--- src/tgen_consts.svh ---
`ifndef TGEN_CONSTS_SVH
`define TGEN_CONSTS_SVH

// Width of the host and downstream bus address
`define TGEN_AW 17

// Program counter width
// 15 bits give 32768 words per bank
`define TGEN_PCW 15

// Delay granularity exponent
// Each delay unit lasts 2**TGEN_GRAN clock cycles
`define TGEN_GRAN 0

// Width of the saturating collision counter
`define TGEN_CW 8

`endif

--- src/tgen_pkg.sv ---
`default_nettype none

`include "tgen_consts.svh"

package tgen_pkg;

	// Downstream and host bus payload
	typedef logic [31:0] lb_data_t;
	typedef logic [`TGEN_AW-1:0] lb_addr_t;

	// One program memory word
	typedef logic [15:0] word_t;

	// Program counter, low two bits select the word within an entry
	typedef logic [`TGEN_PCW-1:0] pc_t;

	// Bank bit on top of the program counter
	typedef logic [`TGEN_PCW:0] ram_addr_t;

	// Delay count after scaling by the granularity
	typedef logic [15+`TGEN_GRAN:0] timer_t;

	// Monitor word
	// work of previous run, previous bank, current bank, bank_next
	typedef logic [3:0] status_t;

	typedef logic [`TGEN_CW-1:0] coll_count_t;

	// Sequencer states
	typedef enum logic [1:0] {
		IDLE,
		FETCH,
		WAIT
	} seq_state_t;

endpackage

`default_nettype wire

--- src/bus_merge.sv ---
`default_nettype none

// Downstream bus merge
// One register stage, host writes beat generator writes
module bus_merge (
	input  logic                  clk,
	input  logic                  arst_n,
	input  logic                  lb_write,
	input  logic                  dests_write,
	input  tgen_pkg::lb_addr_t    lb_addr,
	input  tgen_pkg::lb_data_t    lb_data,
	input  logic                  gen_write,
	input  tgen_pkg::lb_addr_t    gen_addr,
	input  tgen_pkg::lb_data_t    gen_data,
	output logic                  lbo_write,
	output tgen_pkg::lb_addr_t    lbo_addr,
	output tgen_pkg::lb_data_t    lbo_data,
	output logic                  collision,
	output tgen_pkg::coll_count_t collision_count
);

	logic write_thru;
	logic clash;

	// Program memory writes stay local
	assign write_thru = lb_write && !dests_write;

	// Generator write lost to the host
	assign clash = write_thru && gen_write;

	always_ff @(posedge clk or negedge arst_n) begin
		if (!arst_n) begin
			lbo_write <= 1'b0;
			lbo_addr <= '0;
			lbo_data <= '0;
			collision <= 1'b0;
		end else begin
			lbo_write <= write_thru || gen_write;
			lbo_addr <= write_thru ? lb_addr : gen_addr;
			lbo_data <= write_thru ? lb_data : gen_data;
			collision <= clash;
		end
	end

	// Saturating count of lost writes
	always_ff @(posedge clk or negedge arst_n) begin
		if (!arst_n) begin
			collision_count <= '0;
		end else if (clash && collision_count != '1) begin
			collision_count <= collision_count + 1'b1;
		end
	end

	// A lost write always leaves a host write on the bus
	a_coll_write: assert property (
		@(posedge clk) disable iff (!arst_n)
		collision |-> lbo_write
	);

	// Generator strobes are at least four cycles apart
	a_coll_pulse: assert property (
		@(posedge clk) disable iff (!arst_n)
		collision |=> !collision
	);

endmodule

`default_nettype wire

--- config.mk ---
export PLATFORM = sky130hd
export DESIGN_NAME = bus_merge
export DESIGN_NICKNAME = d
export VERILOG_FILES = /design/src/tgen_pkg.sv /design/src/bus_merge.sv
export VERILOG_INCLUDE_DIRS = /design/src
export SDC_FILE = /design/constraint.sdc
export NUM_CORES = 1
export LEC_CHECK = 0
export BUFFER_PORTS_ARGS = -buffer_cell sky130_fd_sc_hd__buf_2
export CAP_MARGIN = 20
export CORE_MARGIN = 4
export CORE_UTILIZATION = 37
export CTS_CLUSTER_SIZE = 16
export DETAILED_ROUTE_END_ITERATION = 10
export PLACE_DENSITY = 0.75
export SLEW_MARGIN = 10
export SYNTH_ARGS = -nofsm -noshare
export SYNTH_HDL_FRONTEND = slang
export SYNTH_SLANG_ARGS = --single-unit
export TNS_END_PERCENT = 1
--- constraint.sdc ---
create_clock -name clk -period 1.5 [get_ports clk]
set_clock_uncertainty 0.2 [all_clocks]
set_input_delay 0.3 -clock clk [delete_from_list [all_inputs] [get_ports clk]]
set_output_delay 0.3 -clock clk [all_outputs]
set_load 0.02 [all_outputs]
# After elaboration in Yosys (flattened, before gate mapping)
# Index checks and enable logic that the tools add are counted.
# word_totals
ff_bits	59
input_bits	103
output_inout_bits	59
elab_cells	14
# op_classes
addsub	1
n_eq_ne	1
n_mux	2
n_reduce_logical	5
# ops
operator	count
$mux W32	1
$mux W17	1
$add A8 B1 Y8 const B	1
$ne A8 B8 Y1 const B	1
$logic_and A1 B1 Y1	3
$logic_not A1 Y1	1
$logic_or A1 B1 Y1	1

# Logic depth before layout (Yosys ltp)
# Gate-level depths: netlist of the first run.
# depth
word_depth	4
mapped_depth	5
depth_no_buf	5

# Worst setup path before layout of the first run
# Ideal clock, no wire load.
# synth_timing
kind	flip-flop to flip-flop
start	reg collision_count[0]
end	reg collision_count[1]
setup_ps	128
t_arrival_ps	1338
t_required_ps	1172
slack_ps	-166
path_stages_with_launch	5
n_path_buf	0
synth_period_minus_slack_ps	1666
cell_sequence	dfrtp_1 ha_1 nand2_1 o21ai_2 mux2_1
# synth_via
elab_chain_cells	2
word_cells_on_any_way	3
cone_classes	add/sub (1); eq/ne (1); reduce/logical (1)
# synth_lines
element	line	source
start, declared	bus_merge.sv:19	output tgen_pkg::coll_count_t collision_count
start signal, assigned	bus_merge.sv:50	collision_count <= collision_count + 1'b1;
parallel branches: the longest is 2 deep, another holds $add A8 B1 Y8	n/a	
# Parallel ways; which one is timed is not known.
# A chain may end at the register's enable or synchronous reset.

# Worst setup path after layout of the first run
# layout_timing
start	reg collision_count[2]
end	reg collision_count[7]
# Same word-level chain as after synthesis.

==> results of run 1 <==
[through the flow]
step / TNS [ps] / util (%) / setup slack (ps)
after global placement: -985 / 55.1 / -55.5
after floorplan: -69.3 / - / -57.1
after CTS: -34.2 / 68.7 / -15.5
final: -1.77 / 71.6 / -1.77
after detailed placement: -1350 / 55.1 / -79.9
after global routing: -368 / 71.6 / -87.2
[sequential cells by signal, summed over array words and instances, names as in the netlist]
signal	cells
collision	1
lbo_write	1
lbo_data	32
collision_count	8
lbo_addr	17
[logic make-up (layout without fill, tap and decap cells)]
logic type,after synthesis,after routing
AO/OA/AOI/OAI,3,3
flip-flops,59,59
XOR/XNOR,4,4
multiplexers,52,52
buffers and inverters,7,260
adder cells (fa/ha/maj),1,1
AND/OR/NAND/NOR,21,21
[layout make-up]
class / count / area [um^2]
Clock buffer: 14 / 153
Tap cell: 75 / 93.8
Sequential cell: 59 / 1490
Clock inverter: 2 / 35.0
Timing Repair Buffer: 243 / 1660
Multi-Input combinational cell: 81 / 860
Inverter: 1 / 3.75
Fill cell: 419 / 1700
[power groups by stage]
| stage | sequential [uW] | clock [uW] | combinational [uW] |
|---|---|---|---|
| 2_1_floorplan | 2140 | 0 | 262 |
| 3_3_place_gp | 1880 | 0 | 958 |
| 3_5_place_dp | 1890 | 0 | 988 |
| 4_1_cts | 1860 | 1430 | 1190 |
| 5_1_grt | 1890 | 1520 | 1420 |
| 6_report | 1860 | 1370 | 1320 |
[worst max-delay path: cells and delay by family (launching register included)]
| family | cells | cell delay (ps) |
|---|---|---|
| AND/OR/NAND/NOR | 3 | 420 |
| flip-flops | 1 | 370 |
| multiplexers | 1 | 300 |
| buffers and inverters | 1 | 100 |
[metal layers]
| metal | wire length [um] | global-route usage, % | vias up |
|---|---|---|---|
| li1 | - | - | 1008 |
| met1 | 2460 | 19.4 | 986 |
| met2 | 4080 | 36.1 | 95 |
| met3 | 628 | 8.14 | 8 |
| met4 | 96 | 6.66 | 0 |
| met5 | 0 | 0 | - |
[worst min-delay path by stage]
stage | startpoint | endpoint | cells after the start
floorplan | arst_n | collision | 0
finish | gen_addr[4] | lbo_addr[4] | 2
global route | gen_addr[10] | lbo_addr[10] | 2
global placement | arst_n | collision | 2
detailed placement | arst_n | collision | 2
CTS | gen_addr[4] | lbo_addr[4] | 2
[layout by cell type, fill, tap and decap left out, types with 3 or more instances in the layout]
cell,count
buf_2,156
nand2_1,3
mux2_2,49
clkbuf_1,4
nand4_1,3
buf_6,10
dlygate4sd3_1,65
dfrtp_2,7
clkbuf_8,10
buf_4,10
mux2_4,3
dfrtp_1,52
[what timing repair did]
action,in CTS,in global routing
hold buffers,55,10
cloned,0,0
gates resized for setup,15,13
buffers inserted,3,3
pin swaps,2,3
endpoints found under the setup margin,6,11
hold endpoints to repair,91,6
==> flow_summary.toml, run 1 <==
[yosys]
muxShareOfSynthArea_pct = 25.4
ys_seq_area_share_pct = 64.0
synthFlopType = "dfrtp_1"
synth-xor-area-share_pct = 1.52
synth_largest_area_cell = "dfrtp_1"
synth.avg_cell_area_um2 = 15.7
synth-edff-count = 0
yosysWarnings = 0
synth.most_common_cell = "dfrtp_1"
ys_top_cells_by_area = "dfrtp_1, mux2_2, mux2_1"
synth_fa_ha_area_share_pct = 0.542
synth_top_area_share_pct = 64.0
yosys.cell_types.count = 22
synth_area_mm2 = 0.00231
synth_nets = 251
yosys.area_share.simple_pct = 6.07
synthArstFlopShare_pct = 100
yosys-top-cells-count = "dfrtp_1, mux2_2, buf_2, nand2_1"
synth_top_family_by_area = "multiplexers"
synth_compound_area_share_pct = 0.813
synth-seq-cells = 59
synthesis.instances = 147

[finish]
stdcell_count = 475
drive_gt1_share_pct = 65.3
finalNetCount = 499
diodes = 0
finalInstanceArea_mm2 = 0.00429
area_delta_synth_final_pct = 85.8

[placed_design]
placedCellCount = 388
postPlaceCellArea_mm2 = 0.00330
dp_hpwl_um = 4370
io_buffers = 161
gp_congestion = 0.670

[pwr]
seqPwrFrac_pct = 40.9
switching_share_pct = 27.7
max-vdd-ir-drop_mv = 0.647
pwr_density_cell_mw_per_mm2 = 1060
p_total_uw = 4550
pwr-share-clk_pct = 30.2
power_frac_comb_pct = 28.9
p_int_uw = 3290
power.switching_uw = 1260
p_leak_uw = 0.00212

[global_routing]
grt_pass1_vias = 2377
grt.total_usage_pct = 19.5
grt_overflow = 0
antenna_found_initial = 0
grt_pass1_wl_um = 11100
grt_max_degree = 60

[setup_path]
endpoint_kind = "flip-flop"
worstSetupPathType = "flip-flop to flip-flop"
cp_cell_sequence = "buf_6 -> nand4_1 -> or2_4 -> nor2_4 -> mux2_4"
cpPeakStageDelay_ps = 370
worstSetupStartpointType = "flip-flop"
timing.rr.start = "collision_count[2]"
cp-endpoint = "collision_count[7]"
reg2reg_depth = 5
r2r_end = "collision_count[7]"
r2r_setup_slack_ps = -2
crit_fanout = 2
required_ps = 1490
critPathArrivalTime_ps = 1500
startpoint = "collision_count[2]"
critical-path-slowest-cell = "dfrtp_2"

[status]
failed_checks = "setup timing"
status = "complete, but fails checks"

[drt]
vias = 2097
drt-initial-drc-count = 30
routed_wl_um = 7260
vias_per_cell = 4.41
ant_nets = 0
drc = 0
dr.pass1.iters = 3
wire_per_inst_um = 15.3

[timing]
min_period_ps = 1500
slew_viol_final = 0
finalCritPeriodShare_pct = 100
worst_pin_slew_ps = 311
holdWs_ps = 21.6
fin_ws_ps = -1.77
max_freq_ghz = 0.666
slew_headroom_pct = 79.3
setup_viol = 1
hold_viol_final = 0
rsz0062_at_grt = "true"

[die]
die_x_um = 87.0
die_h_um = 87.0
die_area_mm2 = 0.00757
coreArea_mm2 = 0.00599
pin_count = 162
start_util_pct = 38.5
row_count = 28

[clocking]
htree_levels = 3
numClockSinks = 59
cts_buffer_depth = 2
cts_root_buf = "clkbuf_8"
path_clk_slew_ps = 60
cts-buffers-inserted = 9
cts_tree = "yes"
clock_latency_ps = 310

[job]
cap_violations = 0

[min_path]
hold_class = "input port to flip-flop"
(Power assumes the default switching activity.)
==> inputs of run 2 (changes only) <==
REMOVE_ABC_BUFFERS = 1   (was unset)
==> flow_summary.toml, run 2 (same netlist as run 1, synthesis figures left out) <==
[status]
status = "complete, but fails checks"
failed_checks = "setup timing"

[clocking]
numClockSinks = 59
cts_buffer_depth = 2
htree_levels = 3
path_clk_slew_ps = 70
cts_tree = "yes"
cts_root_buf = "clkbuf_8"
cts-buffers-inserted = 9
clock_latency_ps = 310

[drt]
vias_per_cell = 4.36
drt-initial-drc-count = 32
vias = 2010
drc = 0
ant_nets = 0
wire_per_inst_um = 14.6
dr.pass1.iters = 3
routed_wl_um = 6720

[placed_design]
dp_hpwl_um = 4290
gp_congestion = 0.752
placedCellCount = 393
io_buffers = 161

[pwr]
pwr_density_cell_mw_per_mm2 = 1050
p_int_uw = 3070
power.switching_uw = 1230
switching_share_pct = 28.6
pwr-share-clk_pct = 27.7
max-vdd-ir-drop_mv = 0.641
p_leak_uw = 0.00207
power_frac_comb_pct = 29.5
seqPwrFrac_pct = 42.8

[timing]
worst_pin_slew_ps = 315
setup_viol = 1
slew_headroom_pct = 79.0
min_period_ps = 1500
rsz0062_at_grt = "true"
setup_tns_ps = -2.29
finalCritPeriodShare_pct = 100
hold_viol_final = 0
fin_ws_ps = -2.29
slew_viol_final = 0
max_freq_ghz = 0.666

[finish]
nFillCells = 439
seqCellArea_mm2 = 0.00148
largest_reg_flops = 32
final_cell_mix = "buf_2, dfrtp_1, dlygate4sd3_1"
utilization_pct = 68.5
multiInputGateArea_um2 = 825
drive_gt1_share_pct = 65.8
finalNetCount = 486
area_delta_synth_final_pct = 77.8
top_register = "lbo_data"
reg_top3 = "lbo_data (32), lbo_addr (17), collision_count (8)"
final_common_cell = "buf_2"
diodes = 0
stdcell_count = 461

[die]
pin_count = 162
row_count = 28
start_util_pct = 38.5
coreArea_mm2 = 0.00599
die_x_um = 87.0
die_area_mm2 = 0.00757
die_h_um = 87.0

[setup_path]
crit_fanout = 2
worstSetupPathType = "flip-flop to flip-flop"
required_ps = 1490
r2r_setup_slack_ps = -2
endpoint_kind = "flip-flop"
critPathArrivalTime_ps = 1500
worstSetupStartpointType = "flip-flop"

[global_routing]
grt_pass1_vias = 2242
grt.total_usage_pct = 18.0
grt_pass1_wl_um = 10400
grt_overflow = 0
grt_max_degree = 60
antenna_found_initial = 0

[job]
cap_violations = 0

[min_path]
hold_class = "input port to flip-flop"
[run 2: cell count changes in the layout (fill, tap and decap cells not counted), moves of 2 or more]
cell and delta:
clkbuf_1 -2, clkinv_2 +2, nand3_2 +2, dfrtp_2 -7, dlygate4sd3_1 -14, dfrtp_1 +7
[run 2: area by class of cell]
class                   instances  area share [%]
repair buffers                230            37.7
clock buffers                  12            3.54
clock inverters                 3           0.366
inverters                       1          0.0915
flip-flops and latches         59            36.0
multi-input cells              81            20.1
well taps                      75            2.29
[run 2: final timing paths]
check                                     end  cells past startpoint                from
max                        collision_count[1]                      4  collision_count[4]
min                               lbo_addr[8]                      2         gen_addr[8]
max reg2reg                collision_count[1]                      4  collision_count[4]
min reg2reg                collision_count[5]                      2  collision_count[5]
max in group asynchronous        lbo_data[19]                      3              arst_n
min in group asynchronous           lbo_write                      3              arst_n
[run 2: metrics by stage]
stage	hold WS, ps	setup WS [ps]	cell area, um^2	total power [uW]
global placement	131	-51.3	3330	2860
finish	18.6	-2.29	4100	4300
floorplan	-196	-269	2270	2350
global route	0.573	-65.4	4100	4550
CTS	0.0175	-7.08	4030	4310
detailed placement	130	-73.0	3330	2880
[run 2: power groups by stage]
stage | Clock (uW) | Combinational [uW] | Sequential [uW]
3_3_place_gp | 0 | 1010 | 1850
6_report | 1190 | 1270 | 1840
2_1_floorplan | 0 | 238 | 2110
5_1_grt | 1320 | 1370 | 1860
3_5_place_dp | 0 | 1020 | 1850
4_1_cts | 1250 | 1230 | 1830
[run 2: repair_timing]
action                                 CTS  global route
pin swaps                                1             4
endpoints found under the hold margin   87             3
setup buffers                            2             0
hold buffers                            48             3
setup endpoints to repair                9            12
resized for setup                       15            10
[run 2: metal layers]
metal / wire length [um] / GRT usage [%] / vias up
met4: 80 / 7.51 / 0
met2: 3750 / 33.7 / 89
met1: 2330 / 18.2 / 935
met3: 553 / 5.58 / 8
li1: - / - / 978
met5: 0 / 0 / -
[run 2: worst max-delay path: stages (launching register included)]
cell	delay, ps
dfrtp_1	380
and3_4	210
nand3_2	90
o21ai_2	190
mux2_4	310
