[config.mk]
export PLATFORM = sky130hd
export DESIGN_NAME = tgen_sequencer
export DESIGN_NICKNAME = d
export VERILOG_FILES = /design/src/tgen_pkg.sv /design/src/tgen_sequencer.sv
export VERILOG_INCLUDE_DIRS = /design/src
export SDC_FILE = /design/constraint.sdc
export NUM_CORES = 1
export LEC_CHECK = 0
export ABC_AREA = 1
export BUFFER_PORTS_ARGS = -buffer_cell sky130_fd_sc_hd__buf_2
export CORE_MARGIN = 8
export CORE_UTILIZATION = 56
export DETAILED_ROUTE_END_ITERATION = 10
export PLACE_DENSITY = 0.93
export RECOVER_POWER = 50
export SLEW_MARGIN = 25
export SYNTH_ARGS = -nofsm -noshare
export SYNTH_HDL_FRONTEND = slang
export SYNTH_SLANG_ARGS = --single-unit
[constraint.sdc]
create_clock -name clk -period 5.31 [get_ports clk]
set_clock_uncertainty 0.05 [all_clocks]
set_input_delay 0.7965 -clock clk [delete_from_list [all_inputs] [get_ports clk]]
set_output_delay 0.7965 -clock clk [all_outputs]
set_load 0.1 [all_outputs]
[src/tgen_consts.svh]
`ifndef TGEN_CONSTS_SVH
`define TGEN_CONSTS_SVH

// Width of the host and downstream bus address
`define TGEN_AW 17

// Program counter width
// 15 bits give 32768 words per bank
`define TGEN_PCW 15

// Delay granularity exponent
// Each delay unit lasts 2**TGEN_GRAN clock cycles
`define TGEN_GRAN 0

// Width of the saturating collision counter
`define TGEN_CW 8

`endif

[src/tgen_pkg.sv]
`default_nettype none

`include "tgen_consts.svh"

package tgen_pkg;

	// Downstream and host bus payload
	typedef logic [31:0] lb_data_t;
	typedef logic [`TGEN_AW-1:0] lb_addr_t;

	// One program memory word
	typedef logic [15:0] word_t;

	// Program counter, low two bits select the word within an entry
	typedef logic [`TGEN_PCW-1:0] pc_t;

	// Bank bit on top of the program counter
	typedef logic [`TGEN_PCW:0] ram_addr_t;

	// Delay count after scaling by the granularity
	typedef logic [15+`TGEN_GRAN:0] timer_t;

	// Monitor word
	// work of previous run, previous bank, current bank, bank_next
	typedef logic [3:0] status_t;

	typedef logic [`TGEN_CW-1:0] coll_count_t;

	// Sequencer states
	typedef enum logic [1:0] {
		IDLE,
		FETCH,
		WAIT
	} seq_state_t;

endpackage

`default_nettype wire

[src/tgen_sequencer.sv]
`default_nettype none

`include "tgen_consts.svh"

// Program sequencer
// Walks the active bank four words per entry
// delay, address, data low, data high
// and issues one register write per entry
module tgen_sequencer (
	input  logic                clk,
	input  logic                arst_n,
	input  logic                trig,
	input  logic                bank_next,
	input  logic [`TGEN_AW-17:0] addr_padding,
	input  tgen_pkg::word_t     rd_data,
	output tgen_pkg::ram_addr_t rd_addr,
	output logic                bank,
	output logic                gen_write,
	output tgen_pkg::lb_addr_t  gen_addr,
	output tgen_pkg::lb_data_t  gen_data,
	output tgen_pkg::status_t   status
);

	tgen_pkg::seq_state_t state;
	tgen_pkg::pc_t        pc;
	tgen_pkg::timer_t     timer;
	logic [1:0]           subcycle;
	logic                 start;
	logic                 addr_zero;
	logic                 did_work;
	logic                 work_prev;
	logic                 bank_prev;

	// Delayed read words for entry assembly
	tgen_pkg::word_t word_q1;
	tgen_pkg::word_t word_q2;

	assign subcycle = pc[1:0];

	// Trigger only counts while idle, later ones are dropped
	assign start = trig && (state == tgen_pkg::IDLE);

	// At subcycle 3 word_q1 holds the address word of the entry
	assign addr_zero = (word_q1 == '0);

	// Sequencer reads the bank the host is not writing
	assign rd_addr = {~bank, pc};

	// Main FSM and program counter
	always_ff @(posedge clk or negedge arst_n) begin
		if (!arst_n) begin
			state <= tgen_pkg::IDLE;
			pc <= '0;
		end else begin
			case (state)
				tgen_pkg::IDLE: begin
					// pc holds at 0, first read of word 0 happens next cycle
					if (trig) begin
						state <= tgen_pkg::FETCH;
					end
				end
				tgen_pkg::FETCH: begin
					if (subcycle == 2'd3 && addr_zero) begin
						// Zero address ends the program
						pc <= '0;
						state <= tgen_pkg::IDLE;
					end else begin
						pc <= pc + 1'b1;
						if (subcycle == 2'd3) begin
							state <= tgen_pkg::WAIT;
						end
					end
				end
				tgen_pkg::WAIT: begin
					// Sit on word 0 of the next entry until the delay runs out
					if (timer == '0) begin
						pc <= pc + 1'b1;
						state <= tgen_pkg::FETCH;
					end
				end
				default: begin
					state <= tgen_pkg::IDLE;
				end
			endcase
		end
	end

	// Delay timer
	// Loaded while the delay word is on rd_data, counted down in WAIT
	always_ff @(posedge clk or negedge arst_n) begin
		if (!arst_n) begin
			timer <= '0;
		end else if (state == tgen_pkg::FETCH && subcycle == 2'd1) begin
			timer <= tgen_pkg::timer_t'(rd_data) << `TGEN_GRAN;
		end else if (state == tgen_pkg::WAIT && timer != '0) begin
			timer <= timer - 1'b1;
		end
	end

	// Bank flip happens atomically at the trigger
	// bank_next may come from elsewhere, it is only looked at here
	always_ff @(posedge clk or negedge arst_n) begin
		if (!arst_n) begin
			bank <= 1'b0;
			bank_prev <= 1'b0;
			work_prev <= 1'b0;
			did_work <= 1'b0;
		end else begin
			if (start) begin
				bank <= bank_next;
				bank_prev <= bank;
				work_prev <= did_work;
				did_work <= 1'b0;
			end else if (gen_write) begin
				did_work <= 1'b1;
			end
		end
	end

	// Read data pipeline, payload only
	always_ff @(posedge clk) begin
		word_q1 <= rd_data;
		word_q2 <= word_q1;
	end

	// Write strobe lands on the first cycle of WAIT
	// by then the high word is on rd_data
	always_ff @(posedge clk or negedge arst_n) begin
		if (!arst_n) begin
			gen_write <= 1'b0;
		end else begin
			gen_write <= (state == tgen_pkg::FETCH) && (subcycle == 2'd3) && !addr_zero;
		end
	end

	// Entry assembly
	// word_q2 address, word_q1 low half, rd_data high half
	assign gen_addr = {addr_padding, word_q2};
	assign gen_data = {rd_data, word_q1};

	assign status = {work_prev, bank_prev, bank, bank_next};

	// Write strobe is one cycle behind the FSM, still never idle
	a_no_write_idle: assert property (
		@(posedge clk) disable iff (!arst_n)
		gen_write |-> (state != tgen_pkg::IDLE)
	);

	// Every path into IDLE clears pc
	a_idle_pc_zero: assert property (
		@(posedge clk) disable iff (!arst_n)
		(state == tgen_pkg::IDLE) |-> (pc == '0)
	);

endmodule

`default_nettype wire

After elaboration in Yosys (flattened, before gate mapping)
Index checks and enable logic that the tools add are counted.
Storage, ports and cells
  flip-flop bits (word level): 70
  input bits: 21
  output and inout port bits: 71
  word-level logic and storage cells: 48
Operators by class
  $add $sub $neg: 2
  eq/ne operators: 7
  multiplexer cells: 12
  bitwise logic cells: 1
  reduce and logical (&&, ||, !) cells: 16
Operators with widths (count)
  zero test 16 bit: 2
  2-to-1 mux 16 bit: 2
  2-to-1 mux 15 bit: 2
  one-hot mux 15 bit (2 select lines): 1
  nonzero test 16 bit: 1
  subtractor 16 x 1 -> 16 bit, second input constant: 1
  adder 15 x 1 -> 15 bit, second input constant: 1
  2-to-1 mux 2 bit: 4
  logical AND 1 bit: 6
  one-hot mux 2 bit (3 select lines): 1
  nonzero test 2 bit: 3
  equality test 2 x 1 -> 1 bit, second input constant: 2
  equality test 2 bit, second input constant: 2
  != test 2 bit, second input constant: 2
  != test 3 bit, second input constant: 1
  AND reduction 3 bit: 1
  zero test 2 bit: 1
  2-to-1 mux 1 bit: 2
  AND reduction 2 bit: 1
  zero test 1 bit: 1
  inverter 1 bit: 1

Logic depth before layout (Yosys ltp)
Gate-level depths: netlist of the first run.
  word-level depth: 4
  mapped depth: 10
  gate-level depth less buffers: 10

Worst setup path before layout of the first run
No wires, ideal clock.
  path kind: register -> output
  start point: reg bank
  end point: out rd_addr[15]
  data arrival time: 1595 ps
  required time: 4464 ps
  path slack: 2868 ps
  stages on the path, launching flop included: 2
  path through: dfrtp_1 -> inv_1
Between the ends
  cells in the longest elaborated chain, start to end: 1
RTL lines
  start, declared: RTL line tgen_sequencer.sv:17  | output logic bank,
  start signal, assigned: RTL line tgen_sequencer.sv:110  | bank <= bank_next;
  inverter 1 bit: RTL line tgen_sequencer.sv:47  | assign rd_addr = {~bank, pc};
  end, declared: RTL line tgen_sequencer.sv:16  | output tgen_pkg::ram_addr_t rd_addr,
No other way between the ends.

Final worst setup path of the first run
  start point: reg timer[0]
  end point: reg timer[8]
Between the ends
  cells in the longest elaborated chain, start to end: 3
  elaborated cells between the ends (all ways): 6
RTL lines
  start, declared: RTL line tgen_sequencer.sv:26  | tgen_pkg::timer_t timer;
  start signal, assigned: RTL line tgen_sequencer.sv:94  | timer <= tgen_pkg::timer_t'(rd_data) << `TGEN_GRAN;
  start signal, assigned: RTL line tgen_sequencer.sv:96  | timer <= timer - 1'b1;
  subtractor 16 x 1 -> 16 bit or nonzero test 16 bit (tied branches): RTL line tgen_sequencer.sv:96, tgen_sequencer.sv:95
  2-to-1 mux 16 bit or logical AND 1 bit (tied branches): RTL line tgen_sequencer.sv:95  | end else if (state == tgen_pkg::WAIT && timer != '0) begin
  2-to-1 mux 16 bit or nonzero test 2 bit (tied branches)
Several ways; a longest one is shown, not always the timed one. The select of a mux whose other input is x is not followed.
A chain may end at the register's enable or synchronous reset.

==> results of run 1 <==
==> flip-flops by register name (all words and copies together), names as in the netlist <==
register,count
did_work,1
work_prev,1
state,2
pc,15
bank_prev,1
word_q1,16
gen_write,1
bank,1
timer,16
word_q2,16
==> final cells by class <==
cell class	instances	share of cell area [%]
sequential	70	41.43
multi-input combinational	289	35.93
timing repair buffer	89	10.78
inverter	36	3.583
clock buffer	10	3.876
tap	75	2.443
clock inverter	6	1.954
==> worst max-delay path by stage <==
stage	depth (start not counted)	to
floorplan	1	rd_addr[15]
global placement	2	gen_data[20]
detailed placement	2	gen_data[20]
CTS	2	gen_data[20]
global route	1	pc[7]
finish	9	timer[8]
==> report_power, final <==
part           switching [mW]  internal [mW]  total [mW]
clock                   0.223          0.253       0.476
sequential              0.113          0.637       0.750
combinational           0.892          0.246        1.14
total                    1.23           1.14        2.36
==> layer usage <==
layer / track usage, % / up-vias
met5: 0 / -
met4: 8.993 / 0
met3: 4.247 / 15
met2: 31.37 / 125
met1: 21.57 / 1409
li1: - / 1475
==> layout by cell type, fill, tap and decap left out, types with 4 or more instances in the layout <==
cell	count
nand3_1	46
nor2_4	4
dfxtp_1	32
clkbuf_1	25
nand2_2	4
xnor2_1	4
nor2_1	45
inv_1	33
clkbuf_8	9
buf_2	64
xor2_1	4
nand4_1	5
o21ai_0	15
dfrtp_1	38
o21ai_1	11
o21ai_2	4
nand2_1	123
==> stage by stage <==
stage	instances	hold WS [ps]	power (mW)	setup WS, ps
floorplan	424	392.9	1.754	2868
global placement	559	300.8	1.863	3133
detailed placement	559	303.9	1.896	3126
CTS	575	309.0	2.378	3126
global route	575	313.4	2.499	2577
finish	575	310.4	2.364	2805
==> cell families after synthesis <==
kind of cell / synth area share [%]
compound gates: 6.473
flops: 47.32
fa+ha+maj: 1.116
simple gates: 32.11
buf+inv: 10.90
xor+xnor: 2.083
==> key figures, run 1 <==
Run status
  • Status: complete, but fails checks
  • Failing checks: capacitance limit, slew limit

Worst hold path
  • Worst hold path depth: 0
  • Class of the worst hold path: register to register
  • HP Start: word_q1[2]
  • Worst hold endpoint: word_q2[2]

Routing
  • Total wire length: 7.977 mm
  • DRC errors left: 0
  • Drt first-iter violations: 285
  • Top Layer Used: met4
  • Via count: 3024
  • Met3 Wirelength: 715 um
  • Routed length on met1: 3.175 mm
  • Antenna viol nets, final: 0
  • TritonRoute pass-1 iters: 5
  • Vias per cell: 5.259
  • Routed wl met2: 3.924 mm
  • Routed WL per cell: 13.87 um

Layout
  • Multi-input logic area: 1380 sq um
  • Fillers: 466
  • Finished Core Util: 65.65%
  • Final #Nets: 519
  • Reg area: 1592 sq um
  • Post-route cell area: 3841 sq um
  • Synth-to-Final Area Change: 14.21%
  • Diode count: 0
  • Layout cells sized above 1: 20.20%

Setup path
  • Delay-heaviest family, CP: simple AND/OR/NAND/NOR gates
  • Critical Path RT: 5490 ps
  • Crit-path slowest cell: dfrtp_1
  • Worst r2r dst: timer[8]
  • CP cell instances: inv_1 > ha_1 > nand3_1 > nor2_1 > nand2_2 > nand2_1 > nand2_2 > nand3_1 > nand3_1
  • FF-to-FF setup slack: 2810 ps
  • Bufs and invs on worst path: 1
  • Slowest stage delay, CP: 420 ps
  • Worst path arrival time: 2680 ps
  • Critical R2R Launch: timer[0]
  • WS Path Type: register to register
  • Cell mode on critical path: nand3_1
  • Crit start category: register
  • Worst-case reg-to-reg path depth: 9
  • CP Max Fanout: 22
  • CP endpoint kind: register
  • Crit path launch: timer[0]

Placed design
  • Final GP Congestion: 0.8945
  • HPWL Detailed: 5.801 mm
  • PortBufs: 89
  • Post-DP Area: 3674 sq um

Job
  • Max Cap Viol: 1

Clocking
  • H-tree depth: 3
  • Post-cts sizing count: 0
  • CTS Root Cell: clkbuf_8
  • # hold bufs at CTS: 0
  • Clk_lat worst skew: 350 ps
  • TritonCTS Buffers: 9
  • CTS tree: yes
  • Post-CTS setup buffers: 0
  • Clock sink total: 70
  • Clk slew on worst S/H paths: 90 ps
  • Clk buf depth: 2

Die
  • DIE WIDTH: 93.50 um
  • Initial Utilization: 57.49%
  • Io pins: 92
  • Die Height: 93.50 um
  • Die area: 8741 sq um
  • Core area: 5851 sq um
  • Row Count: 28

Yosys
  • Commonest cells in the synthesized netlist: 122 x nand2_1, 44 x nand3_1, 44 x nor2_1
  • Mapped Cells: 424
  • Yosys warning count: 0
  • Area leader, netlist: dfrtp_1
  • Synthesized net count: 448
  • Most frequent cell after synthesis: nand2_1
  • Post-synth EDFFs: 0
  • Main area contributors after synthesis: dfrtp_1 28%, dfxtp_1 19%, nand2_1 14%
  • Mapped Area: 3363 sq um
  • Seq cells post-synth: 70
  • Main synth FF type: dfrtp_1
  • Mean post-synth cell area: 7.932 sq um
  • Seq/Total Area, Yosys: 47.32%
  • Unique masters post-synth: 32
  • FFs w/ async S/R, synth: 54.29%
  • Top cell type's share of synthesized area: 28.27%

Power and ir drop
  • Maximum vdd drop: 0.0004346 V
  • Pwr/cell area: 615.5 nW/um^2
  • Leakage: 1.870 nW

Timing
  • Setup TNS: 0 ps
  • Slew margin rel.: -40.90%
  • RSZ-0062 raised after global routing: no
  • Endpoints failing setup: 0
  • Final Cycle Share: 47.17%
  • Worst-Margin Slew: 2114 ps
  • Final Hold Vio Count: 0
  • Period minus WS final: 2505 ps
  • Final Slew Violations: 39
  • Fmax: 0.3992 GHz

Global routing
  • Antenna violations before repair: 0
  • Pin count of the biggest net entering global routing: 39
  • GRT Total Usage: 18.53%
  • Global-route wire length before repair: 13.10 mm
  • Grt total ovfl: 0
  • Vias in the first global route: 2836
Power figures use the tool's default switching activity.
==> run 2: changes to the inputs <==
Settings changed: CORE_UTILIZATION 56 to 52, PLACE_DENSITY 0.93 to 0.87.
Clock period 5.31 ns to 2.35 ns, I/O delays scaled along.
==> run 2 against run 1 <==
Critical path depth is the same. Critical path type unchanged. Worst hold slack lost 210 ps. The flow still finishes with violations (capacitance limit, slew limit). Fmax grew 19%. Final cell count grew 0.52%. Register-to-register slack lost 2600 ps. Count of clock-buffer cells in the layout grew 2. Total power grew 120%. Global-route usage shrank 0.77 points. Sequential share of layout area grew 0.31 points. Routed wire length grew 1.3%.
==> key figures, run 2 (synthesis gave the netlist of run 1 again) <==
Run status
  • Status: complete, but fails checks (unchanged)
  • Failing checks: capacitance limit, slew limit (unchanged)

Setup path
  • CP endpoint kind: register (unchanged)
  • WS Path Type: register to register (unchanged)
  • CP Max Fanout: 22 (unchanged)
  • Critical Path RT: 2530 ps (was 5490 ps)
  • Crit start category: register (unchanged)
  • Worst path arrival time: 2280 ps (was 2680 ps)

Layout
  • Diode count: 0 (unchanged)
  • Commonest non-fill, non-tap cell in the layout: nand2_1 (unchanged)
  • Final #Nets: 520 (was 519)
  • Multi-input logic area: 1405 sq um (was 1380 sq um)
  • Reg area: 1592 sq um (unchanged)
  • Fillers: 585 (was 466)
  • Regs by FF count: timer x16, word_q1 x16, word_q2 x16 (unchanged)
  • Layout cells sized above 1: 19.56% (was 20.20%)
  • Commonest cells after routing, fill and taps aside: 122 x nand2_1, 58 x buf_2, 44 x nor2_1, 44 x nand3_1, 38 x dfrtp_1 (was 123 x nand2_1, 64 x buf_2, 46 x nand3_1, 45 x nor2_1, 38 x dfrtp_1)
  • Synth-to-Final Area Change: 13.36% (was 14.21%)

Timing
  • Final Cycle Share: 89.34% (was 47.17%)
  • Final Slew Violations: 39 (unchanged)
  • RSZ-0062 raised after global routing: no (unchanged)
  • Fmax: 0.4763 GHz (was 0.3992 GHz)
  • Worst-Margin Slew: 2069 ps (was 2114 ps)
  • Endpoints failing setup: 0 (unchanged)
  • Slew margin rel.: -37.95% (was -40.90%)
  • Setup TNS: 0 ps (unchanged)
  • Final WS setup: 250.5 ps (was 2805 ps)
  • Final Hold Vio Count: 0 (unchanged)
  • Period minus WS final: 2099 ps (was 2505 ps)

Clocking
  • Clk slew on worst S/H paths: 70 ps (was 90 ps)
  • Clk_lat worst skew: 350 ps (about the same)
  • H-tree depth: 3 (unchanged)
  • # hold bufs at CTS: 0 (unchanged)
  • Clk buf depth: 2 (unchanged)
  • Post-cts sizing count: 0 (unchanged)
  • Clock sink total: 70 (unchanged)
  • CTS tree: yes (unchanged)
  • CTS Root Cell: clkbuf_8 (unchanged)
  • TritonCTS Buffers: 9 (unchanged)
  • Post-CTS setup buffers: 0 (unchanged)

Routing
  • DRC errors left: 0 (unchanged)
  • Total wire length: 8.082 mm (was 7.977 mm)
  • Via count: 3034 (was 3024)
  • Antenna viol nets, final: 0 (unchanged)
  • Vias per cell: 5.249 (was 5.259)
  • TritonRoute pass-1 iters: 5 (unchanged)
  • Routed WL per cell: 13.98 um (was 13.87 um)
  • Drt first-iter violations: 208 (was 285)

Die
  • Die area: 9297 sq um (was 8741 sq um)
  • Core area: 6314 sq um (was 5851 sq um)
  • Initial Utilization: 53.27% (was 57.49%)
  • DIE WIDTH: 96.42 um (was 93.50 um)
  • Io pins: 92 (unchanged)
  • Row Count: 29 (was 28)
  • Die Height: 96.42 um (was 93.50 um)

Placed design
  • DP Worst Slack: 288.6 ps (was 3126 ps)
  • HPWL Detailed: 5.931 mm (was 5.801 mm)
  • PortBufs: 89 (unchanged)
  • Final GP Congestion: 0.9034 (was 0.8945)

Global routing
  • Global-route wire length before repair: 12.89 mm (was 13.10 mm)
  • Met2 Track Usage GR: 30.19% (was 31.37%)
  • Vias in the first global route: 2845 (was 2836)
  • Antenna violations before repair: 0 (unchanged)
  • Grt total ovfl: 0 (unchanged)
  • GRT Total Usage: 17.76% (was 18.53%)
  • M3 GR Usage: 3.787% (was 4.247%)
  • Pin count of the biggest net entering global routing: 39 (unchanged)
  • GR Util met1: 20.98% (was 21.57%)
  • GR peak layer: met2 (unchanged)

Power and ir drop
  • Pwr/cell area: 1348 nW/um^2 (was 615.5 nW/um^2)
  • Maximum vdd drop: 0.001209 V (was 0.0004346 V)
  • Leakage: 1.836 nW (was 1.870 nW)

Job
  • Max Cap Viol: 1 (unchanged)

Worst hold path
  • Class of the worst hold path: input pin to register (was register to register)
-- run 2: cell count changes in the layout (fill, tap and decap cells not counted), sizes merged --
cell    delta
clkbuf     +8
inv        -3
clkinv     +2
buf        -5
bufinv     -1
-- run 2: worst max-delay path, cell delays in order, from the launching register on --
cell and delay, ps:
dfrtp_1 410, inv_1 160, ha_1 230, nand3_2 140, nor2_4 160, nand2_2 100, nand2_4 130, nand2_2 310
nand3_1 210, nand2_1 80
-- run 2: routing by layer --
metal  wire length [um]  part of all wire (%)
met3                729                   9.0
met5                  0                     0
met4                132                   1.6
met2               3897                    48
met1               3323                    41
-- run 2: stage by stage --
stage	area [sq um]	utilization (%)	instances	hold slack (ps)	power (mW)
2_1_floorplan	3363	-	424	6.909	3.963
3_3_place_gp	3684	58.34	562	300.8	4.230
3_5_place_dp	3684	58.34	562	304.8	4.302
4_1_cts	3851	61.00	578	68.52	5.149
5_1_grt	3812	60.38	578	94.76	5.463
6_report	3812	60.38	578	97.82	5.139
-- run 2: power by group --
| part | internal, mW | total (mW) | switching (mW) |
|---|---|---|---|
| registers | 1.44 | 1.69 | 0.254 |
| logic | 0.572 | 2.60 | 2.03 |
| clock network | 0.407 | 0.841 | 0.434 |
-- run 2: cell type report --
type                    count  share of cell area [%]
flip-flops and latches     70                   41.75
multi-input cells         289                   36.86
inverters                  36                   3.610
well taps                  77                   2.527
clock inverters             4                  0.5907
clock buffers              12                   3.807
repair buffers             90                   10.86
-- run 2: path summary, 6_finish.rpt --
path                              from     endpoint  depth (start not counted)  slack [ps]
setup / recovery              timer[0]     timer[9]                          9         250
hold / removal              rd_data[0]   word_q1[0]                          1         100
setup reg to reg              timer[0]     timer[9]                          9         250
hold reg to reg            word_q1[11]  word_q2[11]                          0         320
max in group asynchronous       arst_n     timer[4]                          1         520
min in group asynchronous       arst_n       pc[13]                          1         550
==> run 3: changes to the inputs <==
Settings changed: ABC_AREA 1 to 0, CORE_MARGIN 8 to default, CORE_UTILIZATION 52 to 50, PLACE_DENSITY 0.87 to 0.86.
==> run 3 against run 2 <==
The flow now finishes without violations. Critical path depth fell by 1. Register-to-register slack got worse by 100 ps. Fmax fell by 4.5%. Sequential share of layout area is 4.0 points higher. Non-clock buffer count up 7. Worst hold slack got worse by 20 ps. Count of clock-buffer cells in the layout is 1 lower. Sequential cell count is the same. Synthesized area down 13%. Total power shrank 8.2%. Combinational power shrank 23%. First-iteration DRC count down 38%. Largest power group unchanged. Highest routed layer unchanged.
==> key figures, run 3 <==
Clocking
  • H-tree depth: 3 (unchanged)
  • Clk slew on worst S/H paths: 80 ps (was 70 ps)
  • Post-CTS setup buffers: 0 (unchanged)
  • TritonCTS Buffers: 9 (unchanged)
  • Clk buf depth: 2 (unchanged)
  • Clk_lat worst skew: 350 ps (about the same)
  • Clock sink total: 70 (unchanged)
  • CTS Root Cell: clkbuf_8 (unchanged)
  • CTS tree: yes (unchanged)

Timing
  • Period minus WS final: 2199 ps (was 2099 ps)
  • Setup TNS: 0 ps (unchanged)
  • Final Slew Violations: 0 (was 39)
  • Slew margin rel.: 22.49% (was -37.95%)
  • Fmax: 0.4547 GHz (was 0.4763 GHz)
  • RSZ-0062 raised after global routing: no (unchanged)
  • Worst-Margin Slew: 1168 ps (was 2069 ps)
  • Endpoints failing setup: 0 (unchanged)
  • Final Hold Vio Count: 0 (unchanged)
  • Final Cycle Share: 93.59% (was 89.34%)
  • WHS: 77.55 ps (was 97.82 ps)

Layout
  • Reg area: 1594 sq um (was 1592 sq um)
  • Multi-input logic area: 1119 sq um (was 1405 sq um)
  • Commonest cells after routing, fill and taps aside: 56 x buf_2, 36 x dfrtp_1, 33 x clkbuf_1, 32 x dfxtp_1, 25 x nor2_1 (was 122 x nand2_1, 58 x buf_2, 44 x nor2_1, 44 x nand3_1, 38 x dfrtp_1)
  • Regs by FF count: timer x16, word_q1 x16, word_q2 x16 (unchanged)
  • Final #Nets: 390 (was 520)
  • Synth-to-Final Area Change: 19.26% (was 13.36%)
  • Diode count: 0 (unchanged)
  • Commonest non-fill, non-tap cell in the layout: buf_2 (was nand2_1)
  • Layout cells sized above 1: 24.53% (was 19.56%)
  • Fin cells: 443 (was 578)
  • Fillers: 487 (was 585)

Placed design
  • Final GP Congestion: 0.8846 (was 0.9034)
  • HPWL Detailed: 4.487 mm (was 5.931 mm)
  • Dpl cells: 426 (was 562)
  • PortBufs: 89 (unchanged)

Global routing
  • Global-route wire length before repair: 9.791 mm (was 12.89 mm)
  • GRT Total Usage: 20.94% (was 17.76%)
  • Grt total ovfl: 0 (unchanged)
  • Pin count of the biggest net entering global routing: 23 (was 39)
  • Vias in the first global route: 2158 (was 2845)
  • Antenna violations before repair: 0 (unchanged)

Die
  • Die area: 6155 sq um (was 9297 sq um)
  • Initial Utilization: 52.44% (was 53.27%)
  • Die Height: 78.46 um (was 96.42 um)
  • Io pins: 92 (unchanged)
  • Row Count: 27 (was 29)
  • Core area: 5574 sq um (was 6314 sq um)
  • DIE WIDTH: 78.46 um (was 96.42 um)

Routing
  • Antenna viol nets, final: 0 (unchanged)
  • Via count: 2391 (was 3034)
  • Routed WL per cell: 13.90 um (was 13.98 um)
  • DRC errors left: 0 (unchanged)
  • Total wire length: 6.157 mm (was 8.082 mm)
  • TritonRoute pass-1 iters: 5 (unchanged)
  • Drt first-iter violations: 129 (was 208)
  • Vias per cell: 5.397 (was 5.249)

Worst hold path
  • Class of the worst hold path: input pin to register (unchanged)

Yosys
  • Seq/Total Area, Yosys: 54.45% (was 47.32%)
  • Seq cells post-synth: 70 (unchanged)
  • Most frequent cell after synthesis: dfrtp_1 (was nand2_1)
  • Main area contributors after synthesis: dfrtp_1 33%, dfxtp_1 22%, buf_4 5.4% (was dfrtp_1 28%, dfxtp_1 19%, nand2_1 14%)
  • Top cell type's share of synthesized area: 32.53% (was 28.27%)
  • Post-synth EDFFs: 0 (unchanged)
  • Mapped Cells: 288 (was 424)
  • Unique masters post-synth: 49 (was 32)
  • Mapped Area: 2923 sq um (was 3363 sq um)
  • Synthesized net count: 312 (was 448)
  • FFs w/ async S/R, synth: 54.29% (unchanged)
  • Commonest cells in the synthesized netlist: 38 x dfrtp_1, 32 x dfxtp_1, 25 x nor2_1 (was 122 x nand2_1, 44 x nand3_1, 44 x nor2_1)
  • Yosys warning count: 0 (unchanged)
  • Area leader, netlist: dfrtp_1 (unchanged)
  • Mean post-synth cell area: 10.15 sq um (was 7.932 sq um)
  • Main synth FF type: dfrtp_1 (unchanged)

Power and ir drop
  • Maximum vdd drop: 0.0008798 V (was 0.001209 V)
  • Pwr/cell area: 1353 nW/um^2 (was 1348 nW/um^2)
  • Final Power: 4.717 mW (was 5.139 mW)
  • Leakage: 1.465 nW (was 1.836 nW)

Setup path
  • WS Path Type: register to register (unchanged)
  • CP endpoint kind: register (unchanged)
  • Crit start category: register (unchanged)
  • Critical Path RT: 2570 ps (was 2530 ps)
  • Worst path arrival time: 2420 ps (was 2280 ps)
  • CP Max Fanout: 6 (was 22)

Job
  • Max Cap Viol: 0 (was 1)

Run status
  • Status: complete, no violations (was complete, but fails checks)
run 3: worst max-delay path, cell delays in order (launching register included):
cell and delay [ps]:
dfrtp_1 370, inv_1 100, ha_1 180, nor3b_2 230
and4_4 290, a31oi_1 190, buf_4 210, or3_1 340
a21oi_1 160
run 3: per-stage QoR:
step / instance area (sq um) / worst slack (ps) / utilization, %
floorplan: 2925 / 15.97 / -
global placement: 3319 / 275.3 / 59.55
detailed placement: 3319 / 168.1 / 59.55
CTS: 3530 / 169.9 / 63.32
global route: 3486 / 27.07 / 62.54
finish: 3486 / 150.6 / 62.54
run 3: logic make-up (layout without fill, tap and decap cells):
family	Yosys count	count (layout)	synth area share, %
xor gates and xnor gates	12	12	3.596
muxes	4	4	1.498
adders and majority gates	3	3	1.284
buffers and inverters	35	118	7.277
DFF	70	70	54.45
AOI/OAI and AO/OA	62	62	13.14
and+or+nand+nor	102	102	18.75
run 3: report_power, final:
group          switching (mW)  internal, mW  total (mW)
registers               0.294          1.47        1.76
logic                    1.53         0.475        2.01
clock network           0.464         0.484       0.948
run 3: cell type report:
cell class	count	area share (%)
Inverter	5	0.5384
Sequential cell	70	45.73
Clock inverter	5	1.077
Timing Repair Buffer	97	13.32
Tap cell	72	2.584
Clock buffer	11	4.666
Multi-Input combinational cell	183	32.09
run 3: repair_timing:
action,in CTS,in global routing
resized for setup,0,0
hold buffers,1,0
endpoints found under the hold margin,17,0
setup endpoints to repair,0,0
run 3: path summary, 6_finish.rpt:
check / from / to / slack (ps) / cells past startpoint
setup / recovery: timer[0] / pc[6] / 150 / 8
hold / removal: rd_data[1] / word_q1[1] / 80 / 1
setup reg to reg: timer[0] / pc[6] / 150 / 8
hold reg to reg: word_q1[13] / word_q2[13] / 310 / 0
max in group asynchronous: arst_n / timer[2] / 500 / 3
min in group asynchronous: arst_n / timer[9] / 660 / 2
run 3: metal layers:
metal	vias to the layer above	share of wire, %	global-route usage [%]	wire, um
met4	0	2.1	12.59	129
met3	10	4.2	3.605	260
li1	1169	-	-	-
met2	71	48	32.54	2925
met1	1141	46	27.33	2841
met5	-	0	0	0
